### src/hisBuilderPkg.sv
package hisBuilderPkg;

    // raw timestamp width from the TDC
    parameter int Np = 10;

    // coarse bin takes the upper bits of the timestamp
    parameter int Nb = 5;

    // fine bin is whatever is left below the coarse field
    parameter int Nf = Np - Nb;

    // bin counter width
    parameter int peakMax = 8;

    // one histogram bin, saturates at all ones
    typedef logic [peakMax-1:0] binCount_t;

    // coarse window before any frame has finished
    // narrowed to the coarse width where it is loaded
    parameter int windowReset = 0;

endpackage
### src/histResultIf.sv
`timescale 1ns/1ps

// end-of-frame result of one histogram bank
interface histResultIf #(
    parameter int binBits = 5
) ();

    // single-cycle strobe, fields below valid with it
    logic done;

    // bin that reached the highest count first
    logic [binBits-1:0] peakBin;

    // count held by that bin
    hisBuilderPkg::binCount_t peakCount;

    // no event landed in this bank during the frame
    logic empty;

    modport bank (
        output done,
        output peakBin,
        output peakCount,
        output empty
    );

    modport combiner (
        input done,
        input peakBin,
        input peakCount,
        input empty
    );

endinterface

### src/hisBuilderTop.sv
`timescale 1ns/1ps

module hisBuilderTop #(
    parameter int coarseBits = hisBuilderPkg::Nb,
    parameter int fineBits   = hisBuilderPkg::Nf
) (
    input  logic                         clk,
    input  logic                         reset,
    input  logic                         wrEn,
    input  logic                         acqFinish,
    input  logic [hisBuilderPkg::Np-1:0] roughData,
    output logic                         peakValid,
    output logic [hisBuilderPkg::Np-1:0] peakTime,
    output logic [coarseBits-1:0]        coarsePeak,
    output logic                         fineHit,
    output logic [15:0]                  hisNum
);

    // event stream into the coarse bank
    logic                  coarseEventHit;
    logic [coarseBits-1:0] coarseBin;

    // window-qualified stream into the fine bank
    logic                  fineEventHit;
    logic [fineBits-1:0]   fineBin;

    // frame boundary shared by both banks
    logic frameEnd;

    // current coarse window, fed back from the combiner
    logic [coarseBits-1:0] window;

    // per-bank frame results
    histResultIf #(.binBits(coarseBits)) coarseRes ();
    histResultIf #(.binBits(fineBits))   fineRes ();

    timestampFrontEnd #(
        .coarseBits (coarseBits),
        .fineBits   (fineBits)
    ) timestampFrontEnd_inst (
        .clk        (clk),
        .reset      (reset),
        .wrEn       (wrEn),
        .acqFinish  (acqFinish),
        .roughData  (roughData),
        .window     (window),
        .coarseHit  (coarseEventHit),
        .coarseBin  (coarseBin),
        .fineHit    (fineEventHit),
        .fineBin    (fineBin),
        .frameEnd   (frameEnd)
    );

    // every event, binned by its coarse field
    histogramBank #(
        .binBits (coarseBits)
    ) coarseBank (
        .clk      (clk),
        .reset    (reset),
        .hit      (coarseEventHit),
        .bin      (coarseBin),
        .frameEnd (frameEnd),
        .result   (coarseRes.bank)
    );

    // only events inside the window, binned by their fine field
    histogramBank #(
        .binBits (fineBits)
    ) fineBank (
        .clk      (clk),
        .reset    (reset),
        .hit      (fineEventHit),
        .bin      (fineBin),
        .frameEnd (frameEnd),
        .result   (fineRes.bank)
    );

    peakCombiner #(
        .coarseBits (coarseBits),
        .fineBits   (fineBits)
    ) peakCombiner_inst (
        .clk        (clk),
        .reset      (reset),
        .coarseRes  (coarseRes.combiner),
        .fineRes    (fineRes.combiner),
        .window     (window),
        .peakValid  (peakValid),
        .peakTime   (peakTime),
        .coarsePeak (coarsePeak),
        .fineHit    (fineHit),
        .hisNum     (hisNum)
    );

endmodule

### src/peakCombiner.sv
`timescale 1ns/1ps

module peakCombiner #(
    parameter int coarseBits = 5,
    parameter int fineBits   = 5
) (
    input  logic                         clk,
    input  logic                         reset,
    histResultIf.combiner                coarseRes,
    histResultIf.combiner                fineRes,
    output logic [coarseBits-1:0]        window,
    output logic                         peakValid,
    output logic [hisBuilderPkg::Np-1:0] peakTime,
    output logic [coarseBits-1:0]        coarsePeak,
    output logic                         fineHit,
    output logic [15:0]                  hisNum
);

    // both banks finish on the same edge
    logic frameDone;

    // window follows the coarse peak, but only when it exists
    logic windowLoad;

    assign frameDone  = coarseRes.done & fineRes.done;
    assign windowLoad = frameDone & ~coarseRes.empty;

    // coarse window register
    // the fine bank was filled against the value held here
    always_ff @(posedge clk) begin
        if (reset) begin
            window <= coarseBits'(hisBuilderPkg::windowReset);
        end else if (windowLoad) begin
            window <= coarseRes.peakBin;
        end
    end

    // frame counter and valid strobe
    always_ff @(posedge clk) begin
        if (reset) begin
            peakValid <= 1'b0;
            hisNum    <= '0;
        end else begin
            peakValid <= frameDone;
            if (frameDone) begin
                hisNum <= hisNum + 16'd1;
            end
        end
    end

    // output fields, idle at zero until the first frame
    always_ff @(posedge clk) begin
        if (reset) begin
            peakTime   <= '0;
            coarsePeak <= '0;
            fineHit    <= 1'b0;
        end else if (frameDone) begin
            // old window on top, fine peak below
            peakTime   <= {window, fineRes.peakBin};
            coarsePeak <= coarseRes.peakBin;
            fineHit    <= ~fineRes.empty;
        end
    end

endmodule

### src/histogramBank.sv
`timescale 1ns/1ps

module histogramBank #(
    parameter int binBits = 5
) (
    input  logic               clk,
    input  logic               reset,
    input  logic               hit,
    input  logic [binBits-1:0] bin,
    input  logic               frameEnd,
    histResultIf.bank          result
);

    localparam int numBins = 2 ** binBits;

    // one saturating counter per bin
    hisBuilderPkg::binCount_t binCounts [numBins];

    // incremented value of the addressed bin
    hisBuilderPkg::binCount_t nextCount;

    // running peak, kept current so frame end needs no scan
    hisBuilderPkg::binCount_t peakCount;
    logic [binBits-1:0]       peakBin;

    // saturating increment
    always_comb begin
        nextCount = binCounts[bin];
        if (nextCount != '1) begin
            nextCount = nextCount + hisBuilderPkg::binCount_t'(1);
        end
    end

    // bin counters, wiped at reset and at every frame end
    always_ff @(posedge clk) begin
        if (reset || frameEnd) begin
            for (int i = 0; i < numBins; i++) begin
                binCounts[i] <= '0;
            end
        end else if (hit) begin
            binCounts[bin] <= nextCount;
        end
    end

    // peak tracker
    // strictly greater, so on a tie the earlier bin keeps the peak
    // a saturated bin never beats another saturated one
    always_ff @(posedge clk) begin
        if (reset || frameEnd) begin
            peakCount <= '0;
            peakBin   <= '0;
        end else if (hit && (nextCount > peakCount)) begin
            peakCount <= nextCount;
            peakBin   <= bin;
        end
    end

    // result strobe
    always_ff @(posedge clk) begin
        if (reset) begin
            result.done <= 1'b0;
        end else begin
            result.done <= frameEnd;
        end
    end

    // result fields captured on frame end
    // empty frame leaves bin 0 with count 0
    always_ff @(posedge clk) begin
        if (frameEnd) begin
            result.peakBin   <= peakBin;
            result.peakCount <= peakCount;
            result.empty     <= (peakCount == '0);
        end
    end

endmodule

### src/timestampFrontEnd.sv
`timescale 1ns/1ps

module timestampFrontEnd #(
    parameter int coarseBits = 5,
    parameter int fineBits   = 5
) (
    input  logic                         clk,
    input  logic                         reset,
    input  logic                         wrEn,
    input  logic                         acqFinish,
    input  logic [hisBuilderPkg::Np-1:0] roughData,
    input  logic [coarseBits-1:0]        window,
    output logic                         coarseHit,
    output logic [coarseBits-1:0]        coarseBin,
    output logic                         fineHit,
    output logic [fineBits-1:0]          fineBin,
    output logic                         frameEnd
);

    // timestamp split into its two fields
    logic [coarseBits-1:0] rawCoarse;
    logic [fineBits-1:0]   rawFine;

    // event accepted into the current frame
    logic eventValid;

    // coarse field is the top of the timestamp
    assign rawCoarse = roughData[hisBuilderPkg::Np-1 -: coarseBits];
    assign rawFine   = roughData[fineBits-1:0];

    // an event on the acqFinish cycle belongs to no frame
    assign eventValid = wrEn & ~acqFinish;

    // strobes, cleared on reset
    always_ff @(posedge clk) begin
        if (reset) begin
            coarseHit <= 1'b0;
            fineHit   <= 1'b0;
            frameEnd  <= 1'b0;
        end else begin
            coarseHit <= eventValid;
            // window compare uses the window of this very cycle
            fineHit   <= eventValid && (rawCoarse == window);
            // same stage as the hits so banks see a clean boundary
            frameEnd  <= acqFinish;
        end
    end

    // bin addresses, only looked at together with a hit
    always_ff @(posedge clk) begin
        coarseBin <= rawCoarse;
        fineBin   <= rawFine;
    end

endmodule

### config.mk
export PLATFORM = sky130hd
export DESIGN_NAME = hisBuilderTop
export DESIGN_NICKNAME = d
export VERILOG_FILES = /design/src/hisBuilderPkg.sv /design/src/histResultIf.sv /design/src/hisBuilderTop.sv /design/src/peakCombiner.sv /design/src/histogramBank.sv /design/src/timestampFrontEnd.sv
export SDC_FILE = /design/constraint.sdc
export NUM_CORES = 1
export LEC_CHECK = 0
export BUFFER_PORTS_ARGS = -buffer_cell sky130_fd_sc_hd__buf_2
export CAP_MARGIN = 20
export CELL_PAD_IN_SITES_DETAIL_PLACEMENT = 1
export CELL_PAD_IN_SITES_GLOBAL_PLACEMENT = 2
export CORE_MARGIN = 1.5
export CORE_UTILIZATION = 41
export DETAILED_ROUTE_END_ITERATION = 16
export GPL_TIMING_DRIVEN = 0
export PLACE_DENSITY = 0.81
export RECOVER_POWER = 25
export SLEW_MARGIN = 20
export SYNTH_ARGS = -nofsm -noshare
export SYNTH_HDL_FRONTEND = slang
export SYNTH_HIERARCHICAL = 1
export SYNTH_SLANG_ARGS = --single-unit
### constraint.sdc
create_clock -name clk -period 4.3 [get_ports clk]
set_clock_uncertainty 0.05 [all_clocks]
set_input_delay 0.43 -clock clk [delete_from_list [all_inputs] [get_ports clk]]
set_output_delay 0.43 -clock clk [all_outputs]
set_load 0.1 [all_outputs]
==> results.txt, run 1 <==
The total via count after detailed routing is 22,720. The setup slack on the worst flop-to-flop path came out at -0.10 ns. The H-tree depth came out at 3. The number of antenna cells inserted came out at 0. Of all nets on the critical path, the largest fanout is 10. The total of max-cap violations came out at 0. The initial core utilization is 0.416. The leakage power total is 13.4 nW. The signal arrival time at the worst endpoint is 4.86 ns. The clock latency on the worst-skew pair is 0.63 ns. The number of max-slew violations in the final report is 0. The post-route clock period utilization came out at 1.02.

The worst slew slack as a fraction of its limit came out at 0.183. The overflow left after global routing came out at 0. The pre-CTS worst setup slack came out at -1.88 ns. The count of mapped cells out of synthesis is 2,275. For this run, the total global-route usage over all layers was measured as 0.315. The count of nets left with antenna violations after detail routing is 0. The utilization of the core after routing came out at 0.553. The met2 capacity usage during global routing came out at 0.514. After layout, the worst setup slack is -0.101 ns. The clock net in this run drives a total of 603 sinks. The pin count of the biggest net entering global routing came out at 19. The critical path starts at timestampFrontEnd_inst/fineBin[1]. The nature of the critical path startpoint is a flop. At the end of the flow, the number of nets in the layout was 2,671. The worst supply voltage drop on vdd came out at 0.383 mV. The critical path ends at fineBank/peakBin[4]. Based on the critical path, the design can be clocked at up to 227 MHz. The die outline width is 267 um. The worst hold slack across all endpoints came out at 0.0574 ns. The final critical path time including I/O delays and setup is 4.40 ns. The worst hold path belongs to the class in2reg. Setup violations remaining at the end of the flow were counted as 21. The category of the critical setup timing path is reg2reg. The flow ran to the end, but the final reports show violations. The yosys synthesis warning count came out at 6. The floorplan step defined a die boundary enclosing 0.0712 mm^2. The netlist area before placement is 0.0286 mm^2.

Dividing the detail-routed wire length by the instance count gives 32.7 um. The longest clock path from root to sink contains 3 buffers. The total count of hold-check failures in the final report is 0. The proportion of layout cells with a drive suffix above 1 came out at 0.369. The wire length of the first global-routing pass came out at 160 mm. The startpoint identified for the worst register-to-register timing path is timestampFrontEnd_inst/fineBin[1]. The clock transition time at the flip-flop clock pins of the worst setup and hold paths came out at 0.06 ns.

The number of placement rows is 96. The endpoint identified for the worst register-to-register timing path is fineBank/peakBin[4]. From synthesis to final layout, the design area changed by 33.2%.

The die is 267 um tall. TritonCTS built the clock tree. The number of nets in the synthesized netlist is 2,308.

The met3 capacity usage during global routing came out at 0.0486. The number of antenna violations at the first check in global routing is 2. The wire length reported by the detailed router came out at 118 mm.

The total power came out at 14.9 mW. The power density of the placed cells is 392 mW/mm^2. The length of the first detailed-routing pass in iterations is 5. The HPWL after detailed placement is 72.7 mm. The area of the core is 0.0687 mm^2. The routing usage on met1 is 0.388. The via count normalized by instance count came out at 6.27.

For the worst setup path, the data required time is 4.76 ns. In this run the count of I/O pins placed on the die edge is 47. The root buffer cell is sky130_fd_sc_hd__clkbuf_16.

The most crowded layer after global routing is met2. The number of buffers inserted during clock tree synthesis came out at 69. The via count of the first global-routing pass came to 22,310.

The startpoint identified for the worst hold timing path is wrEn. STA classifies the critical path endpoint as a flop. The first routing iteration left 2,479 violations. The average footprint of a synthesized cell is 12.6 um^2. The setup TNS is -0.853 ns.

For the worst flop-to-flop path, the logic depth is 19. The slew at the pin with the worst max-slew slack came out at 1.23 ns. During placement, the flow inserted port buffers numbering 46. The checks that failed: setup timing. For this run, design rule violations remaining after detail routing come to 0. The final estimated routing congestion in global placement is 0.956. Setup repair after global routing could not meet its margin everywhere.
==> stage by stage <==
stage / std cells / cell area, um^2
floorplan: 2275 / 28600
global placement: 3252 / 30000
detailed placement: 3254 / 30000
finish: 3622 / 38000
CTS: 3499 / 35400
global route: 3622 / 38000
==> power by group <==
part / switching, mW / internal [mW] / leakage, nW
sequential: 0.135 / 6.61 / 6.23
combinational: 1.46 / 0.886 / 6.11
clock: 2.43 / 3.37 / 1.05
total: 4.03 / 10.9 / 13.4
==> how the worst min path moves through the flow <==
stage | endpoint | depth (start not counted)
finish | timestampFrontEnd_inst/coarseHit | 2
global route | timestampFrontEnd_inst/coarseHit | 2
CTS | timestampFrontEnd_inst/coarseHit | 2
detailed placement | coarseBank/result.peakBin[1] | 0
global placement | coarseBank/result.peakBin[4] | 0
floorplan | peakCombiner_inst/fineHit | 1
==> layer usage <==
layer	wire, um	share of wire	up-vias
li1	-	-	9381
met1	42900	0.36	11612
met2	55800	0.47	1290
met3	9740	0.082	437
met4	9890	0.084	0
met5	0	0	-
==> flip-flops by register name, indices dropped and copies added (netlist names), 5 cells and up <==
| name | count |
|---|---|
| peakCombiner_inst/coarsePeak | 5 |
| coarseBank/peakCount | 8 |
| timestampFrontEnd_inst/fineBin | 5 |
| coarseBank/binCounts | 256 |
| timestampFrontEnd_inst/coarseBin | 5 |
| fineBank/peakBin | 5 |
| coarseBank/peakBin | 5 |
| fineBank/result.peakBin | 5 |
| coarseBank/result.peakBin | 5 |
| peakCombiner_inst/window | 5 |
| fineBank/binCounts | 256 |
| peakCombiner_inst/peakTime | 10 |
| fineBank/peakCount | 8 |
| peakCombiner_inst/hisNum | 16 |
==> area by class of cell <==
| cell class | count | area (um^2) |
|---|---|---|
| Inverter | 24 | 92.6 |
| Multi-Input combinational cell | 1444 | 12500 |
| Clock inverter | 37 | 353 |
| Buffer | 193 | 2100 |
| Tap cell | 931 | 1160 |
| Sequential cell | 603 | 17300 |
| Fill cell | 6798 | 30700 |
| Clock buffer | 87 | 1820 |
| Timing Repair Buffer | 303 | 2670 |
==> critical path, cell delays in order (launching register included) <==
cell,delay (ns)
sky130_fd_sc_hd__dfxtp_2,0.33
sky130_fd_sc_hd__buf_8,0.14
sky130_fd_sc_hd__buf_12,0.18
sky130_fd_sc_hd__mux2i_1,0.43
sky130_fd_sc_hd__o22ai_2,0.25
sky130_fd_sc_hd__nor4_4,0.53
sky130_fd_sc_hd__nand2_2,0.12
sky130_fd_sc_hd__and4_1,0.21
sky130_fd_sc_hd__buf_6,0.15
sky130_fd_sc_hd__a211oi_4,0.33
sky130_fd_sc_hd__buf_6,0.17
sky130_fd_sc_hd__nor2_4,0.04
sky130_fd_sc_hd__ha_4,0.26
sky130_fd_sc_hd__o21a_1,0.11
sky130_fd_sc_hd__o21a_1,0.17
sky130_fd_sc_hd__o21bai_4,0.09
sky130_fd_sc_hd__a21oi_4,0.24
sky130_fd_sc_hd__buf_4,0.17
sky130_fd_sc_hd__mux2i_1,0.22
sky130_fd_sc_hd__nor2_1,0.06
==> timing repair <==
item	4_1_cts	5_1_grt
hold endpoints to repair	12	0
resized for setup	421	324
gates cloned	7	6
buffers inserted	109	123
pin swaps	63	94
setup endpoints to repair	396	26
hold buffers	11	0
==> cell usage in the layout (no fill, tap or decap), types with 67 or more instances in the layout <==
| cell type | instances |
|---|---|
| sky130_fd_sc_hd__clkbuf_1 | 93 |
| sky130_fd_sc_hd__mux2i_1 | 144 |
| sky130_fd_sc_hd__nor3_1 | 244 |
| sky130_fd_sc_hd__buf_4 | 207 |
| sky130_fd_sc_hd__nor2_1 | 110 |
| sky130_fd_sc_hd__dfxtp_1 | 69 |
| sky130_fd_sc_hd__clkbuf_16 | 76 |
| sky130_fd_sc_hd__mux2i_4 | 67 |
| sky130_fd_sc_hd__a21oi_1 | 84 |
| sky130_fd_sc_hd__nand2_1 | 179 |
| sky130_fd_sc_hd__edfxtp_1 | 524 |
| sky130_fd_sc_hd__nor3_2 | 82 |
Note: power is estimated with default switching activity, not from simulation.
==> run 2, diff against run 1 <==
ABC_AREA = 1   (was unset)
CORE_UTILIZATION = 36   (was 41)
PLACE_DENSITY = 0.8   (was 0.81)
SLEW_MARGIN = 40   (was 20)
==> results.txt, run 2 <==
The element type at the critical path end is a flop. In the routed design, unresolved DRC markers number 0. The wire length reported by the detailed router came out at 105 mm.

The worst supply voltage drop on vdd came out at 0.296 mV. The total of max-cap violations came out at 0. The CTS sink count is 603. The worst slew slack as a fraction of its limit is 0.178. The number of nets produced by synthesis is 3,237. The power density of the placed cells is 439 mW/mm^2. Of all nets on the critical path, the largest fanout is 10. The overflow left after global routing is 0. Timing would allow up to 245 MHz.

The area growth from synthesis to layout is 15.9%. The count of mapped cells out of synthesis came out at 3,204. The number of antenna violations at the first check in global routing is 0. The signal arrival time at the worst endpoint came out at 4.54 ns.

The final number of setup-violating endpoints is 0. The total area inside the core boundary comes to 0.0775 mm^2. The clock latency on the worst-skew pair came out at 0.62 ns. The largest single stage delay on the critical path is 0.37 ns. The length of the first detailed-routing pass in iterations is 5. The post-detailed-placement half-perimeter wirelength is 72.7 mm. The final estimated routing congestion in global placement is 0.913. The number of antenna cells inserted is 0. The number of ports placed on the die boundary came out at 47. The yosys synthesis warning count came out at 6. The class of the tightest hold or removal check is in2reg.

The tree is rooted in a sky130_fd_sc_hd__clkbuf_16. The cell area that synthesis handed to floorplanning was 0.0282 mm^2. For this run, the total global-route usage over all layers was measured as 0.265. The number of placed cells counting well taps came out at 4,297. In the final layout, the registers with the most flip-flops are coarseBank/binCounts (256), fineBank/binCounts (256), peakCombiner_inst/hisNum (16).

The flow ran to the end, and the final reports show no timing, DRC or antenna violations. The required time at the worst-slack endpoint came out at 4.75 ns. TritonCTS built the clock tree. The number of buffers added on ports came out at 46. The clock tree synthesis step divided the H-tree into 3 levels.

The via count of the first global-routing pass came out at 23,421. The slowest stage of the critical path belongs to the cell sky130_fd_sc_hd__dfxtp_2. The buffer levels on the longest clock path came out at 3.

The leakage power total came out at 13.7 nW. Using the TritonRoute via totals, the vias-per-cell ratio works out to 5.20. The total count of hold-check failures in the final report came out at 0. The number of buffers inserted during clock tree synthesis came out at 70.

The die is 283 um tall. The die outline width came out at 283 um. The number of max-slew violations in the final report was 0. The commonest non-fill, non-tap cell in the layout is sky130_fd_sc_hd__nand2_1. The most numerous cell type found on the critical path is sky130_fd_sc_hd__nand2_1.

The utilization of the core after routing came out at 0.422. The worst setup path is launched from a flop. The total via count after detailed routing came out at 23,114. Leaving out fill and tap cells, the most frequent cells in the layout are 1,445 x sky130_fd_sc_hd__nand2_1, 617 x sky130_fd_sc_hd__nor2_1, 524 x sky130_fd_sc_hd__edfxtp_1, 86 x sky130_fd_sc_hd__inv_1, 75 x sky130_fd_sc_hd__clkbuf_1. The number of nets at the end of the flow is 3,382. The die footprint is 0.0800 mm^2. By startpoint and endpoint, the worst setup path is classified as reg2reg. The clock transition time at the flip-flop clock pins of the worst setup and hold paths is 0.06 ns. For the pin with the worst max-slew slack, the measured transition is 1.24 ns. The average footprint of a synthesized cell is 8.79 um^2. The final critical path time including I/O delays and setup is 4.09 ns. The average routed wire per standard cell is 23.7 um. The detailed router finished its first iteration with 1,700 violations.

The number of placement rows came out at 102. The non-filler instance count after layout is 4,445. The pin count of the biggest net entering global routing came out at 17. The wire length of the first global-routing pass is 153 mm. The count of nets left with antenna violations once routing finished came out at 0. The proportion of layout cells with a drive suffix above 1 is 0.105. Dividing the final minimum period by the clock period gives 0.951.

The initial utilization of the core area, before any placement, comes to 0.364.
run 2: cell types whose count changed in the layout (fill, tap and decap cells not counted), moves of 62 or more:
cell | before | now
sky130_fd_sc_hd__nand2_1 | 179 | 1445
sky130_fd_sc_hd__nor2_1 | 110 | 617
sky130_fd_sc_hd__nor3_1 | 244 | 6
sky130_fd_sc_hd__buf_4 | 207 | 21
sky130_fd_sc_hd__mux2i_1 | 144 | 0
sky130_fd_sc_hd__nor3_2 | 82 | 13
sky130_fd_sc_hd__mux2i_4 | 67 | 0
sky130_fd_sc_hd__inv_1 | 20 | 86
sky130_fd_sc_hd__a21oi_2 | 62 | 0
run 2: stage by stage:
stage	setup TNS, ns	total power [mW]	setup WS (ns)	area, um^2	hold WS [ns]
final	0	14.4	0.210	32700	0.0352
after global routing	-0.0217	14.8	-0.0157	32700	0.0220
after CTS	0	14.4	0.00864	32600	0.00928
after detailed placement	-23.58	8.37	-1.18	29800	0.362
after global placement	-23.16	8.33	-1.14	29700	0.364
after floorplan	0	7.69	0.570	28200	0.348
run 2: path summary, 6_finish.rpt:
kind | startpoint | endpoint | slack [ns] | cells past startpoint
worst min-delay path | acqFinish | timestampFrontEnd_inst/frameEnd | 0.04 | 3
worst max register to register | timestampFrontEnd_inst/coarseBin[0] | coarseBank/peakCount[3] | 0.21 | 28
worst min register to register | coarseBank/peakBin[2] | coarseBank/result.peakBin[2] | 0.38 | 0
worst max-delay path | timestampFrontEnd_inst/coarseBin[0] | coarseBank/peakCount[3] | 0.21 | 28
run 2: final cells by class:
cell class | instances | area (um^2)
Fill cell | 9082 | 44800
Sequential cell | 603 | 17300
Multi-Input combinational cell | 2334 | 9600
Clock buffer | 98 | 1980
Buffer | 159 | 1330
Tap cell | 1040 | 1300
Inverter | 106 | 417
Timing Repair Buffer | 75 | 409
Clock inverter | 30 | 309
run 2: routing by layer:
metal | global-route usage | up-vias | wire (um)
met5 | 0 | - | 0
met4 | 0.118 | 0 | 5230
met3 | 0.0339 | 238 | 5880
met2 | 0.460 | 764 | 51600
met1 | 0.329 | 11534 | 42500
li1 | - | 10578 | -
run 2: what timing repair did:
| item | CTS | global route |
|---|---|---|
| setup endpoints to repair | 26 | 26 |
| gates resized for setup | 93 | 72 |
| pin swaps | 7 | 3 |
| endpoints found under the hold margin | 10 | 0 |
| buffers inserted | 5 | 7 |
| hold buffers | 10 | 0 |
run 2: where the power goes:
part	internal, mW	total (mW)	switching, mW
sequential	6.61	6.70	0.0885
clock	3.58	6.00	2.42
combinational	0.421	1.66	1.24
run 2: worst max-delay path: cells and delay by family (launching register included):
| kind | cells | cell delay [ns] |
|---|---|---|
| and+or+nand+nor | 16 | 1.85 |
| DFF | 1 | 0.37 |
| AOI/OAI and AO/OA | 3 | 0.38 |
| buffers and inverters | 8 | 1.11 |
| adders and majority gates | 1 | 0.22 |
